--- src/verilog/uart_defs.svh ---
//~~~~~~~~~~~~~~~~~~~~~~~~~~~~~~~~~~~~~~~~~~~~~~~~~~~~~~~~~~
// default baud timing for the uart_link blocks
// CLK_FREQ / BAUD_RATE must come out at 2 or more
//~~~~~~~~~~~~~~~~~~~~~~~~~~~~~~~~~~~~~~~~~~~~~~~~~~~~~~~~~~

`ifndef UART_DEFS_SVH
`define UART_DEFS_SVH

// system clock in Hz
`define UART_CLK_FREQ  50_000_000

// line rate in bits per second
// the divider is integer only, so keep the ratio close to a whole number
`define UART_BAUD_RATE 115_200

`endif

--- src/verilog/uart_pkg.sv ---
//~~~~~~~~~~~~~~~~~~~~~~~~~~~~~~~~~~~~~~~~~~~~~~~~~~~~~~~~~~
// state encodings for the 8N1 transmitter and receiver
//~~~~~~~~~~~~~~~~~~~~~~~~~~~~~~~~~~~~~~~~~~~~~~~~~~~~~~~~~~

package uart_pkg;

  // transmitter FSM
  typedef enum logic [2:0] {
    tx_idle,         // line high, waiting for go
    tx_start,        // start bit on the line
    tx_data,         // data bits, lsb first
    tx_stop,         // stop bit, line high
    tx_wait_go_low   // frame done, waiting for go to drop
  } tx_state_t;

  // receiver FSM
  typedef enum logic [1:0] {
    rx_idle,   // watching for a falling edge
    rx_start,  // half a bit in, start bit check
    rx_data,   // sampling eight data bits
    rx_stop    // stop bit check
  } rx_state_t;

endpackage

--- src/verilog/uart_tx.sv ---
//~~~~~~~~~~~~~~~~~~~~~~~~~~~~~~~~~~~~~~~~~~~~~~~~~~~~~~~~~~
// 8N1 transmitter, level go/bsy handshake
// hold data and go until bsy falls, then drop go before the next frame
//~~~~~~~~~~~~~~~~~~~~~~~~~~~~~~~~~~~~~~~~~~~~~~~~~~~~~~~~~~

`timescale 1ns/1ps
`include "uart_defs.svh"

module uart_tx #(
  parameter int CLK_FREQ  = `UART_CLK_FREQ,
  parameter int BAUD_RATE = `UART_BAUD_RATE
) (
  input  logic       clk,
  input  logic       rst_n,
  input  logic [7:0] data,  // byte to send, sampled bit by bit
  input  logic       go,    // request, held until bsy falls
  output logic       tx,    // serial line
  output logic       bsy    // high for the whole frame
);

  localparam int BIT_TIME = CLK_FREQ / BAUD_RATE;
  localparam int CNT_W    = $clog2(BIT_TIME);

  if (BIT_TIME < 2) begin : g_bit_time_check
    $error("uart_tx: CLK_FREQ / BAUD_RATE must be at least 2");
  end

  uart_pkg::tx_state_t state;
  logic [CNT_W-1:0]    bit_cnt;  // cycles left in the current bit
  logic [2:0]          bit_idx;  // data bit on the line

  // the first cycle of every bit goes out on the edge that enters it,
  // so each reload is BIT_TIME - 1
  always_ff @(posedge clk) begin
    if (!rst_n) begin
      state   <= uart_pkg::tx_idle;
      bit_cnt <= '0;
      bit_idx <= '0;
      tx      <= 1'b1;
      bsy     <= 1'b0;
    end else begin
      case (state)
        uart_pkg::tx_idle: begin
          if (go) begin
            tx      <= 1'b0;  // start bit
            bsy     <= 1'b1;
            bit_cnt <= CNT_W'(BIT_TIME - 1);
            state   <= uart_pkg::tx_start;
          end
        end

        uart_pkg::tx_start: begin
          bit_cnt <= bit_cnt - 1'b1;
          if (bit_cnt == '0) begin
            tx      <= data[0];
            bit_idx <= 3'd0;
            bit_cnt <= CNT_W'(BIT_TIME - 1);
            state   <= uart_pkg::tx_data;
          end
        end

        uart_pkg::tx_data: begin
          bit_cnt <= bit_cnt - 1'b1;
          if (bit_cnt == '0) begin
            bit_cnt <= CNT_W'(BIT_TIME - 1);
            if (bit_idx == 3'd7) begin
              tx    <= 1'b1;  // stop bit
              state <= uart_pkg::tx_stop;
            end else begin
              tx      <= data[bit_idx + 3'd1];
              bit_idx <= bit_idx + 3'd1;
            end
          end
        end

        uart_pkg::tx_stop: begin
          bit_cnt <= bit_cnt - 1'b1;
          if (bit_cnt == '0) begin
            bsy   <= 1'b0;  // 10 bit times after it rose
            state <= uart_pkg::tx_wait_go_low;
          end
        end

        uart_pkg::tx_wait_go_low: begin
          if (!go) state <= uart_pkg::tx_idle;  // a held go never restarts
        end

        default: state <= uart_pkg::tx_idle;
      endcase
    end
  end

  // user side must keep the byte steady for the whole frame
  a_data_stable: assert property (
    @(posedge clk) disable iff (!rst_n)
    bsy ##1 bsy |-> $stable(data)
  ) else $error("uart_tx: data changed while bsy was high");

  a_idle_not_busy: assert property (
    @(posedge clk) disable iff (!rst_n)
    state == uart_pkg::tx_idle |-> !bsy
  ) else $error("uart_tx: bsy high in idle");

endmodule

--- src/verilog/uart_rx.sv ---
//~~~~~~~~~~~~~~~~~~~~~~~~~~~~~~~~~~~~~~~~~~~~~~~~~~~~~~~~~~
// 8N1 receiver, mid-bit sampling, no stall and no buffering
// a new start edge is needed after a frame error on a held-low line
//~~~~~~~~~~~~~~~~~~~~~~~~~~~~~~~~~~~~~~~~~~~~~~~~~~~~~~~~~~

`timescale 1ns/1ps
`include "uart_defs.svh"

module uart_rx #(
  parameter int CLK_FREQ  = `UART_CLK_FREQ,
  parameter int BAUD_RATE = `UART_BAUD_RATE
) (
  input  logic       clk,
  input  logic       rst_n,
  input  logic       rx,         // asynchronous serial line
  output logic [7:0] data,       // last byte, held until the next frame
  output logic       valid,      // one cycle, good stop bit
  output logic       frame_err   // one cycle, stop bit read as 0
);

  localparam int BIT_TIME  = CLK_FREQ / BAUD_RATE;
  localparam int HALF_TIME = BIT_TIME / 2;
  localparam int CNT_W     = $clog2(BIT_TIME);

  if (BIT_TIME < 2) begin : g_bit_time_check
    $error("uart_rx: CLK_FREQ / BAUD_RATE must be at least 2");
  end

  uart_pkg::rx_state_t state;
  logic                rx_meta;   // first synchronizer stage
  logic                rx_sync;   // second stage, safe to use
  logic                rx_prev;   // for the falling edge
  logic [CNT_W-1:0]    bit_cnt;
  logic [2:0]          bit_idx;
  logic                fall;

  // line idles high, so the synchronizer resets to 1
  always_ff @(posedge clk) begin
    if (!rst_n) begin
      rx_meta <= 1'b1;
      rx_sync <= 1'b1;
      rx_prev <= 1'b1;
    end else begin
      rx_meta <= rx;
      rx_sync <= rx_meta;
      rx_prev <= rx_sync;
    end
  end

  assign fall = rx_prev && !rx_sync;

  always_ff @(posedge clk) begin
    if (!rst_n) begin
      state     <= uart_pkg::rx_idle;
      bit_cnt   <= '0;
      bit_idx   <= '0;
      valid     <= 1'b0;
      frame_err <= 1'b0;
    end else begin
      valid     <= 1'b0;
      frame_err <= 1'b0;
      case (state)
        uart_pkg::rx_idle: begin
          if (fall) begin
            bit_cnt <= CNT_W'(HALF_TIME - 1);  // aim at the middle of the start bit
            state   <= uart_pkg::rx_start;
          end
        end

        uart_pkg::rx_start: begin
          bit_cnt <= bit_cnt - 1'b1;
          if (bit_cnt == '0) begin
            if (!rx_sync) begin
              bit_cnt <= CNT_W'(BIT_TIME - 1);
              bit_idx <= 3'd0;
              state   <= uart_pkg::rx_data;
            end else begin
              state <= uart_pkg::rx_idle;  // glitch, drop it
            end
          end
        end

        uart_pkg::rx_data: begin
          bit_cnt <= bit_cnt - 1'b1;
          if (bit_cnt == '0) begin
            bit_cnt <= CNT_W'(BIT_TIME - 1);
            bit_idx <= bit_idx + 3'd1;
            if (bit_idx == 3'd7) state <= uart_pkg::rx_stop;
          end
        end

        uart_pkg::rx_stop: begin
          bit_cnt <= bit_cnt - 1'b1;
          if (bit_cnt == '0) begin
            valid     <= rx_sync;
            frame_err <= !rx_sync;
            state     <= uart_pkg::rx_idle;  // back at mid stop bit
          end
        end

        default: state <= uart_pkg::rx_idle;
      endcase
    end
  end

  // payload shift register, lsb arrives first
  always_ff @(posedge clk) begin
    if (state == uart_pkg::rx_data && bit_cnt == '0) begin
      data <= {rx_sync, data[7:1]};
    end
  end

  a_valid_err_excl: assert property (
    @(posedge clk) disable iff (!rst_n)
    !(valid && frame_err)
  ) else $error("uart_rx: valid and frame_err together");

  a_valid_pulse: assert property (
    @(posedge clk) disable iff (!rst_n)
    valid |=> !valid
  ) else $error("uart_rx: valid longer than one cycle");

  a_err_pulse: assert property (
    @(posedge clk) disable iff (!rst_n)
    frame_err |=> !frame_err
  ) else $error("uart_rx: frame_err longer than one cycle");

endmodule

--- src/verilog/uart_link.sv ---
//~~~~~~~~~~~~~~~~~~~~~~~~~~~~~~~~~~~~~~~~~~~~~~~~~~~~~~~~~~
// 8N1 link top, transmitter and receiver run independently
// tx and rx are not tied together here
//~~~~~~~~~~~~~~~~~~~~~~~~~~~~~~~~~~~~~~~~~~~~~~~~~~~~~~~~~~

`timescale 1ns/1ps
`include "uart_defs.svh"

module uart_link #(
  parameter int CLK_FREQ  = `UART_CLK_FREQ,
  parameter int BAUD_RATE = `UART_BAUD_RATE
) (
  input  logic       clk,
  input  logic       rst_n,
  input  logic [7:0] tx_data,
  input  logic       tx_go,
  input  logic       rx,
  output logic       tx,
  output logic       tx_bsy,
  output logic [7:0] rx_data,
  output logic       rx_valid,
  output logic       rx_frame_err
);

  uart_tx #(.CLK_FREQ(CLK_FREQ), .BAUD_RATE(BAUD_RATE)) u_tx (
    .clk   (clk),
    .rst_n (rst_n),
    .data  (tx_data),
    .go    (tx_go),
    .tx    (tx),
    .bsy   (tx_bsy)
  );

  uart_rx #(.CLK_FREQ(CLK_FREQ), .BAUD_RATE(BAUD_RATE)) u_rx (
    .clk       (clk),
    .rst_n     (rst_n),
    .rx        (rx),
    .data      (rx_data),
    .valid     (rx_valid),
    .frame_err (rx_frame_err)
  );

endmodule

--- config.mk ---
export PLATFORM = sky130hd
export DESIGN_NAME = uart_link
export DESIGN_NICKNAME = d
export VERILOG_FILES = /design/src/verilog/uart_pkg.sv /design/src/verilog/uart_tx.sv /design/src/verilog/uart_rx.sv /design/src/verilog/uart_link.sv
export VERILOG_INCLUDE_DIRS = /design/src /design/src/verilog
export SDC_FILE = /design/constraint.sdc
export NUM_CORES = 1
export LEC_CHECK = 0
export BUFFER_PORTS_ARGS = -buffer_cell sky130_fd_sc_hd__buf_2
export CAP_MARGIN = 15
export CORE_ASPECT_RATIO = 1.5
export CORE_MARGIN = 3
export CORE_UTILIZATION = 30
export CTS_CLUSTER_DIAMETER = 60
export CTS_CLUSTER_SIZE = 20
export DETAILED_ROUTE_END_ITERATION = 12
export GPL_TIMING_DRIVEN = 1
export SETUP_SLACK_MARGIN = 0.5
export SLEW_MARGIN = 20
export SYNTH_ARGS = -nofsm -noshare
export SYNTH_HDL_FRONTEND = slang
export SYNTH_SLANG_ARGS = --single-unit
--- constraint.sdc ---
create_clock -name clk -period 2.55 [get_ports clk]
set_input_delay 0.255 -clock clk [delete_from_list [all_inputs] [get_ports clk]]
set_output_delay 0.255 -clock clk [all_outputs]
set_load 0.01 [all_outputs]
==> impl_metrics.toml, run 1 <==
[run_status]
run_status = "complete, no violations"

[synth]
syn_area_um2 = 2236
ys_types = 54
synth-seq-cells = 44
syn_nets = 256
synth_top_area_cell = "dfxtp_1"
synth_common_cells = "dfxtp_1, nor2_1, nand2_1, o21ai_0, clkbuf_1"
synth_top_cell_area_share_pct = 32.23
async_flop_share_pct = 0
yosys_warnings = 0
yosysMostFrequentCell = "dfxtp_1"
synth_area_leaders = "dfxtp_1, edfxtp_1, nor2_1"
ys.flop_type = "dfxtp_1"
synth-edff-count = 8
avgSynthCellArea_um2 = 9.395
syn-instance-count = 238
ys_seq_area_share_pct = 42.98

[sta]
fin_crit_sh_pct = 77.95
fin_ws_ns = 0.5622
finalCriticalPeriod_ns = 1.988
max_freq_ghz = 0.5031
finClkSkew_ns = 0.008164
setup_violations = 0
finalSetupTns_ns = 0
tightest_slew_ns = 0.6755
slew_violations = 0
finalHoldViolCount = 0
slew_headroom_pct = 54.97
rsz0062_at_grt = "true"

[floorplanning]
ios = 24
core_um2 = 7037
initial_utilization_pct = 31.77
die_area_um2 = 8546
rows = 37
chipHeight_um = 111.7
die_width_um = 76.49

[cells_and_area]
layout-drive-gt1-share_pct = 20.91
fin_nets = 280
areaGrowthSynthToFinish_pct = 16.17
n_antenna_cell = 0
nFillCells = 746

[route]
met3WireLength_um = 158
drc = 0
highest_layer = "met4"
vias_per_cell = 5.175
drtPass1Iterations = 5
wl_met2_um = 2553
ant_nets = 0
wl_per_cell_um = 13.18
drt_iter0_drc = 132
routed_wl_um = 4745
met1_length_um = 1947
via_count = 1863

[global_route]
track_usage_pct = 11.26
grt_pass1_wl_um = 7872
grt_max_degree = 35
grt_pass1_vias = 1718
antenna_found_initial = 0
gr-total-overflow = 0

[worst_setup_path]
start_kind = "flip-flop"
crit_type = "reg2reg"
crit_fanout = 8
required_ns = 2.79
end_kind = "flip-flop"
crit_arrival_ns = 2.22

[power]
power_density_nw_per_um2 = 764.7
netSwitchingFraction_pct = 34.54
combinationalPowerShare_pct = 33.2
vdd_drop_max_uv = 460.2
intPower_mw = 1.300
p_sw_mw = 0.6861
leakage_nw = 1.016
clockPowerShare_pct = 21.9
pwr-share-seq_pct = 44.9

[clocking]
cts_made_buffers = 5
htree_num_levels = 2
clk_path_buf_depth = 2
cts_tree = "done"
clk_pin_slew_ns = 0.09
root_buffer = "clkbuf_8"
numClockSinks = 44
clock_latency_ns = 0.30

[placement]
pre_cts_slack_ns = 0.3736
dp_hpwl_um = 3322
place.port_buffers = 23
gp_congestion = 0.7450

[worst_hold_path]
hp-class = "in2reg"

[job]
maxCapViolations = 0
==> per-layer routing <==
| metal | vias to the layer above | track usage [%] |
|---|---|---|
| met5 | - | 0 |
| met2 | 31 | 20.67 |
| met4 | 0 | 5.320 |
| met3 | 6 | 2.427 |
| met1 | 899 | 12.11 |
| li1 | 927 | - |
==> layout make-up <==
cell class	count	area [um^2]	share of cell area, %
repair buffers	28	152.6	5.877
clock inverters	2	12.51	0.4817
inverters	6	22.52	0.8671
clock buffers	6	72.57	2.794
flip-flops and latches	44	963.4	37.09
multi-input cells	177	1252	48.22
well taps	97	121.4	4.672
==> cells by family after synthesis <==
family | Yosys count | share of synthesized area [%]
DFF | 44 | 42.98
buffers and inverters | 17 | 2.910
muxes | 6 | 3.357
and+or+nand+nor | 97 | 25.41
xor gates and xnor gates | 8 | 3.133
adders and majority gates | 6 | 3.357
AOI/OAI and AO/OA | 60 | 18.86
==> repair_timing <==
action / 4_1_cts / 5_1_grt
pin swaps: 0 / 5
endpoints found under the setup margin: 10 / 13
resized for setup: 2 / 12
buffers inserted: 0 / 2
hold endpoints to repair: 0 / 0
hold buffers: 0 / 0
gates cloned: 0 / 0
==> registers in the layout (all words and copies together) (netlist names), named ones only <==
signal	flops
u_tx.tx	1
u_tx.bsy	1
u_tx.bit_idx	3
u_rx.frame_err	1
u_rx.rx_prev	1
u_rx.valid	1
u_tx.bit_cnt	9
u_rx.rx_meta	1
u_rx.bit_idx	3
u_tx.state	3
u_rx.bit_cnt	9
u_rx.rx_sync	1
u_rx.data	8
u_rx.state	1
==> worst paths after layout <==
kind	slack, ns	startpoint	cells after the start	endpoint
setup / recovery	0.56	u_rx.bit_cnt[0]	7	u_rx.bit_cnt[8]
hold / removal	0.14	rx	2	u_rx.rx_meta
setup reg to reg	0.56	u_rx.bit_cnt[0]	7	u_rx.bit_cnt[8]
hold reg to reg	0.42	u_rx.rx_meta	1	u_rx.rx_sync
==> power groups by stage <==
stage          combinational [mW]  clock [mW]  sequential, mW
2_1_floorplan               0.481           0           0.872
3_3_place_gp                0.586           0           0.895
3_5_place_dp                0.598           0           0.899
4_1_cts                     0.611       0.448           0.885
5_1_grt                     0.743       0.477           0.905
6_report                    0.660       0.434           0.893
==> stage by stage <==
| step | hold slack, ns | std cells | util (%) | power [mW] | cell area [um^2] |
|---|---|---|---|---|---|
| final | 0.1376 | 360 | 36.91 | 1.986 | 2597 |
| after global routing | 0.1543 | 360 | 36.91 | 2.125 | 2597 |
| after CTS | 0.1309 | 358 | 36.11 | 1.944 | 2541 |
| after detailed placement | 0.4034 | 350 | 34.85 | 1.497 | 2452 |
| after global placement | 0.3885 | 350 | 34.85 | 1.481 | 2452 |
| after floorplan | 0.3280 | 238 | - | 1.353 | 2236 |
==> critical path, stage by stage, from the launching register on <==
cell and delay (ns):
dfxtp_1 0.37, inv_1 0.08, ha_1 0.20, nor3b_4 0.21, buf_4 0.18, nand2_1 0.09
or4b_2 0.66, a21boi_1 0.15
==> placed cells by master, fill, tap and decap left out, types with 3 or more instances in the layout <==
cell      synthesis  layout
a21boi_0          9       8
a21boi_1          3       4
a21oi_1           8       8
a22oi_1           3       3
a31oi_1           3       3
and3_1            5       5
buf_2             1      23
buf_4             0       5
clkbuf_8          0       5
dfxtp_1          36      34
edfxtp_1          8       8
ha_1              6       5
inv_1             6       4
mux2i_1           3       3
nand2_1          13      13
nand2b_1          8       8
nand4_1           3       3
nor2_1           25      25
nor2b_1           4       4
nor3_1            6       4
nor3b_1           4       4
nor4_1            4       3
o21a_1            3       3
o21ai_0          13      12
or3_1             4       4
or4_1             3       3
xnor2_1           4       4
xor2_1            4       4
(Power assumes the default switching activity.)
==> run 2, diff against run 1 <==
ABC_AREA = 1   (was default)
clock period = 2.1 ns   (was 2.55 ns; I/O delays follow)
==> impl_metrics.toml, run 2 <==
[run_status]
run_status = "complete, no violations"

[synth]
ys_types = 31
synth_xor_area_share_pct = 1.989
synth_common_cells = "nand2_1, inv_1, dfxtp_1"
synth_fa_ha_area_share_pct = 3.409
synth_top_cell_area_share_pct = 32.73
synth-edff-count = 8
syn-instance-count = 296
syn_area_um2 = 2202
ys.flop_type = "dfxtp_1"
synthMuxAreaShare_pct = 0
ys_seq_area_share_pct = 43.64
synth_area_leaders = "dfxtp_1, nand2_1, edfxtp_1"
synth_compound_area_share_pct = 10.23
synth_top_area_cell = "dfxtp_1"
yosysMostFrequentCell = "nand2_1"
avgSynthCellArea_um2 = 7.440
synthSimpleGateAreaFrac_pct = 32.61
synth-seq-cells = 44
yosys_warnings = 0
async_flop_share_pct = 0
syn_nets = 314
synth_top_family_by_area = "simple AND/OR/NAND/NOR gates"

[worst_setup_path]
crit_top_cell = "nand2_2"
crit_fanout = 8
slowest_stage = "dfxtp_1"
crit_type = "reg2reg"
crit_arrival_ns = 1.65
crit_chain = "inv_1 > ha_2 > nand3_2 > nor2_4 > nand2_4 > nand2_2 > nand2_2 > nand2_1 > a21oi_1"
start_kind = "flip-flop"
max_stage_delay_ns = 0.32
required_ns = 2.26
reg2reg_slack_ns = 0.61
end_kind = "flip-flop"

[placement]
dp_hpwl_um = 3147
dp_cells = 414
place.port_buffers = 23
gp_congestion = 0.8561
pre_cts_slack_ns = 0.4073

[route]
ant_nets = 0
via_count = 1903
routed_wl_um = 4301
drt_iter0_drc = 100
wl_per_cell_um = 10.14
vias_per_cell = 4.488
drtPass1Iterations = 6
drc = 0

[sta]
slew_violations = 0
setup_violations = 0
finalSetupTns_ns = 0
rsz0062_at_grt = "false"
slew_headroom_pct = 52.35
finalCriticalPeriod_ns = 1.487
finalHoldViolCount = 0
fin_ws_ns = 0.6133
finClkSkew_ns = 0.003790
tightest_slew_ns = 0.7140
max_freq_ghz = 0.6726
fin_crit_sh_pct = 70.80

[clocking]
clock_latency_ns = 0.30
htree_num_levels = 2
hold_buffers = 0
numClockSinks = 44
cts_made_buffers = 5
root_buffer = "clkbuf_8"
clk_pin_slew_ns = 0.09
cts_tree = "done"
clk_path_buf_depth = 2

[cells_and_area]
stdcell_count = 424
layout_common_cells = "nand2_1, dfxtp_1, inv_1"
n_antenna_cell = 0
areaGrowthSynthToFinish_pct = 18.86
nFillCells = 724
reg_top3 = "u_rx.bit_cnt (9), u_tx.bit_cnt (9), u_rx.data (8)"
fin_nets = 344
mostFrequentLayoutCell = "nand2_1"
layout-drive-gt1-share_pct = 21.10

[power]
leakage_nw = 1.140
vdd_drop_max_uv = 458.0
power_density_nw_per_um2 = 1075
power.total_mw = 2.815

[global_route]
grt_max_degree = 24
gr-total-overflow = 0
track_usage_pct = 10.27
antenna_found_initial = 0
grt_pass1_vias = 1751
grt_pass1_wl_um = 7265

[floorplanning]
rows = 37
chipHeight_um = 110.9
initial_utilization_pct = 31.50
core_um2 = 6990
die_area_um2 = 8426
ios = 24
die_width_um = 75.96

[worst_hold_path]
hp-class = "in2reg"

[job]
maxCapViolations = 0
run 2: cell types whose count changed after synthesis, sizes merged, moves of 5 or more:
cell,previous run,this run
a21oi,8,21
nand3,2,22
clkbuf,10,3
nor2,25,33
nand2,13,81
a21boi,12,0
nand2b,8,0
nor3b,5,0
inv,6,44
run 2: stage by stage:
stage	hold WS, ns	utilization, %	cell area (um^2)
after detailed placement	0.4031	34.83	2435
after global routing	0.1031	37.44	2618
after floorplan	0.3166	-	2202
after CTS	0.08809	36.55	2555
final	0.09023	37.44	2618
after global placement	0.3970	34.83	2435
run 2: logic make-up (layout without fill, tap and decap cells):
logic type | Yosys count | after routing
flip-flops | 44 | 44
XOR/XNOR | 5 | 5
adder cells (fa/ha/maj) | 6 | 6
AND/OR/NAND/NOR | 151 | 152
AO/OA/AOI/OAI | 43 | 43
buffers and inverters | 47 | 77
run 2: final timing paths:
check                           cells after the start            start               to
worst max-delay path                                9  u_rx.bit_cnt[0]  u_rx.bit_cnt[2]
worst min-delay path                                2               rx     u_rx.rx_meta
worst max register to register                      9  u_rx.bit_cnt[0]  u_rx.bit_cnt[2]
worst min register to register                      1     u_rx.rx_meta     u_rx.rx_sync
run 2: power by group:
| part | switching (mW) | internal, mW | leakage (nW) |
|---|---|---|---|
| registers | 0.111 | 0.972 | 0.367 |
| logic | 0.684 | 0.379 | 0.719 |
| clock network | 0.310 | 0.358 | 0.0548 |
| total | 1.11 | 1.71 | 1.14 |
run 2: per-layer routing:
metal | share of wire (%) | track usage (%) | up-vias
met2 | 51 | 18.42 | 27
met3 | 2.3 | 1.707 | 7
met1 | 44 | 11.54 | 856
met4 | 2.5 | 5.320 | 0
met5 | 0 | 0 | -
li1 | - | - | 1013
run 2: what timing repair did:
item | in CTS | in global routing
resized for setup | 1 | 14
endpoints found under the setup margin | 10 | 20
pin swaps | 0 | 5
gates cloned | 0 | 1
setup buffers | 0 | 1
run 2: final cells by class:
class | count | area (um^2) | share of cell area, %
Clock inverter | 3 | 46.29 | 1.769
Tap cell | 97 | 121.4 | 4.637
Inverter | 44 | 167.7 | 6.405
Timing Repair Buffer | 25 | 130.1 | 4.971
Clock buffer | 5 | 68.82 | 2.629
Sequential cell | 44 | 960.9 | 36.71
Multi-Input combinational cell | 206 | 1122 | 42.88
run 2: critical path, delay by kind of cell (launching register included):
| kind | cells | cell delay, ns |
|---|---|---|
| adders and majority gates | 1 | 0.20 |
| buffers and inverters | 1 | 0.09 |
| DFF | 1 | 0.32 |
| AOI/OAI and AO/OA | 1 | 0.06 |
| and+or+nand+nor | 6 | 0.66 |
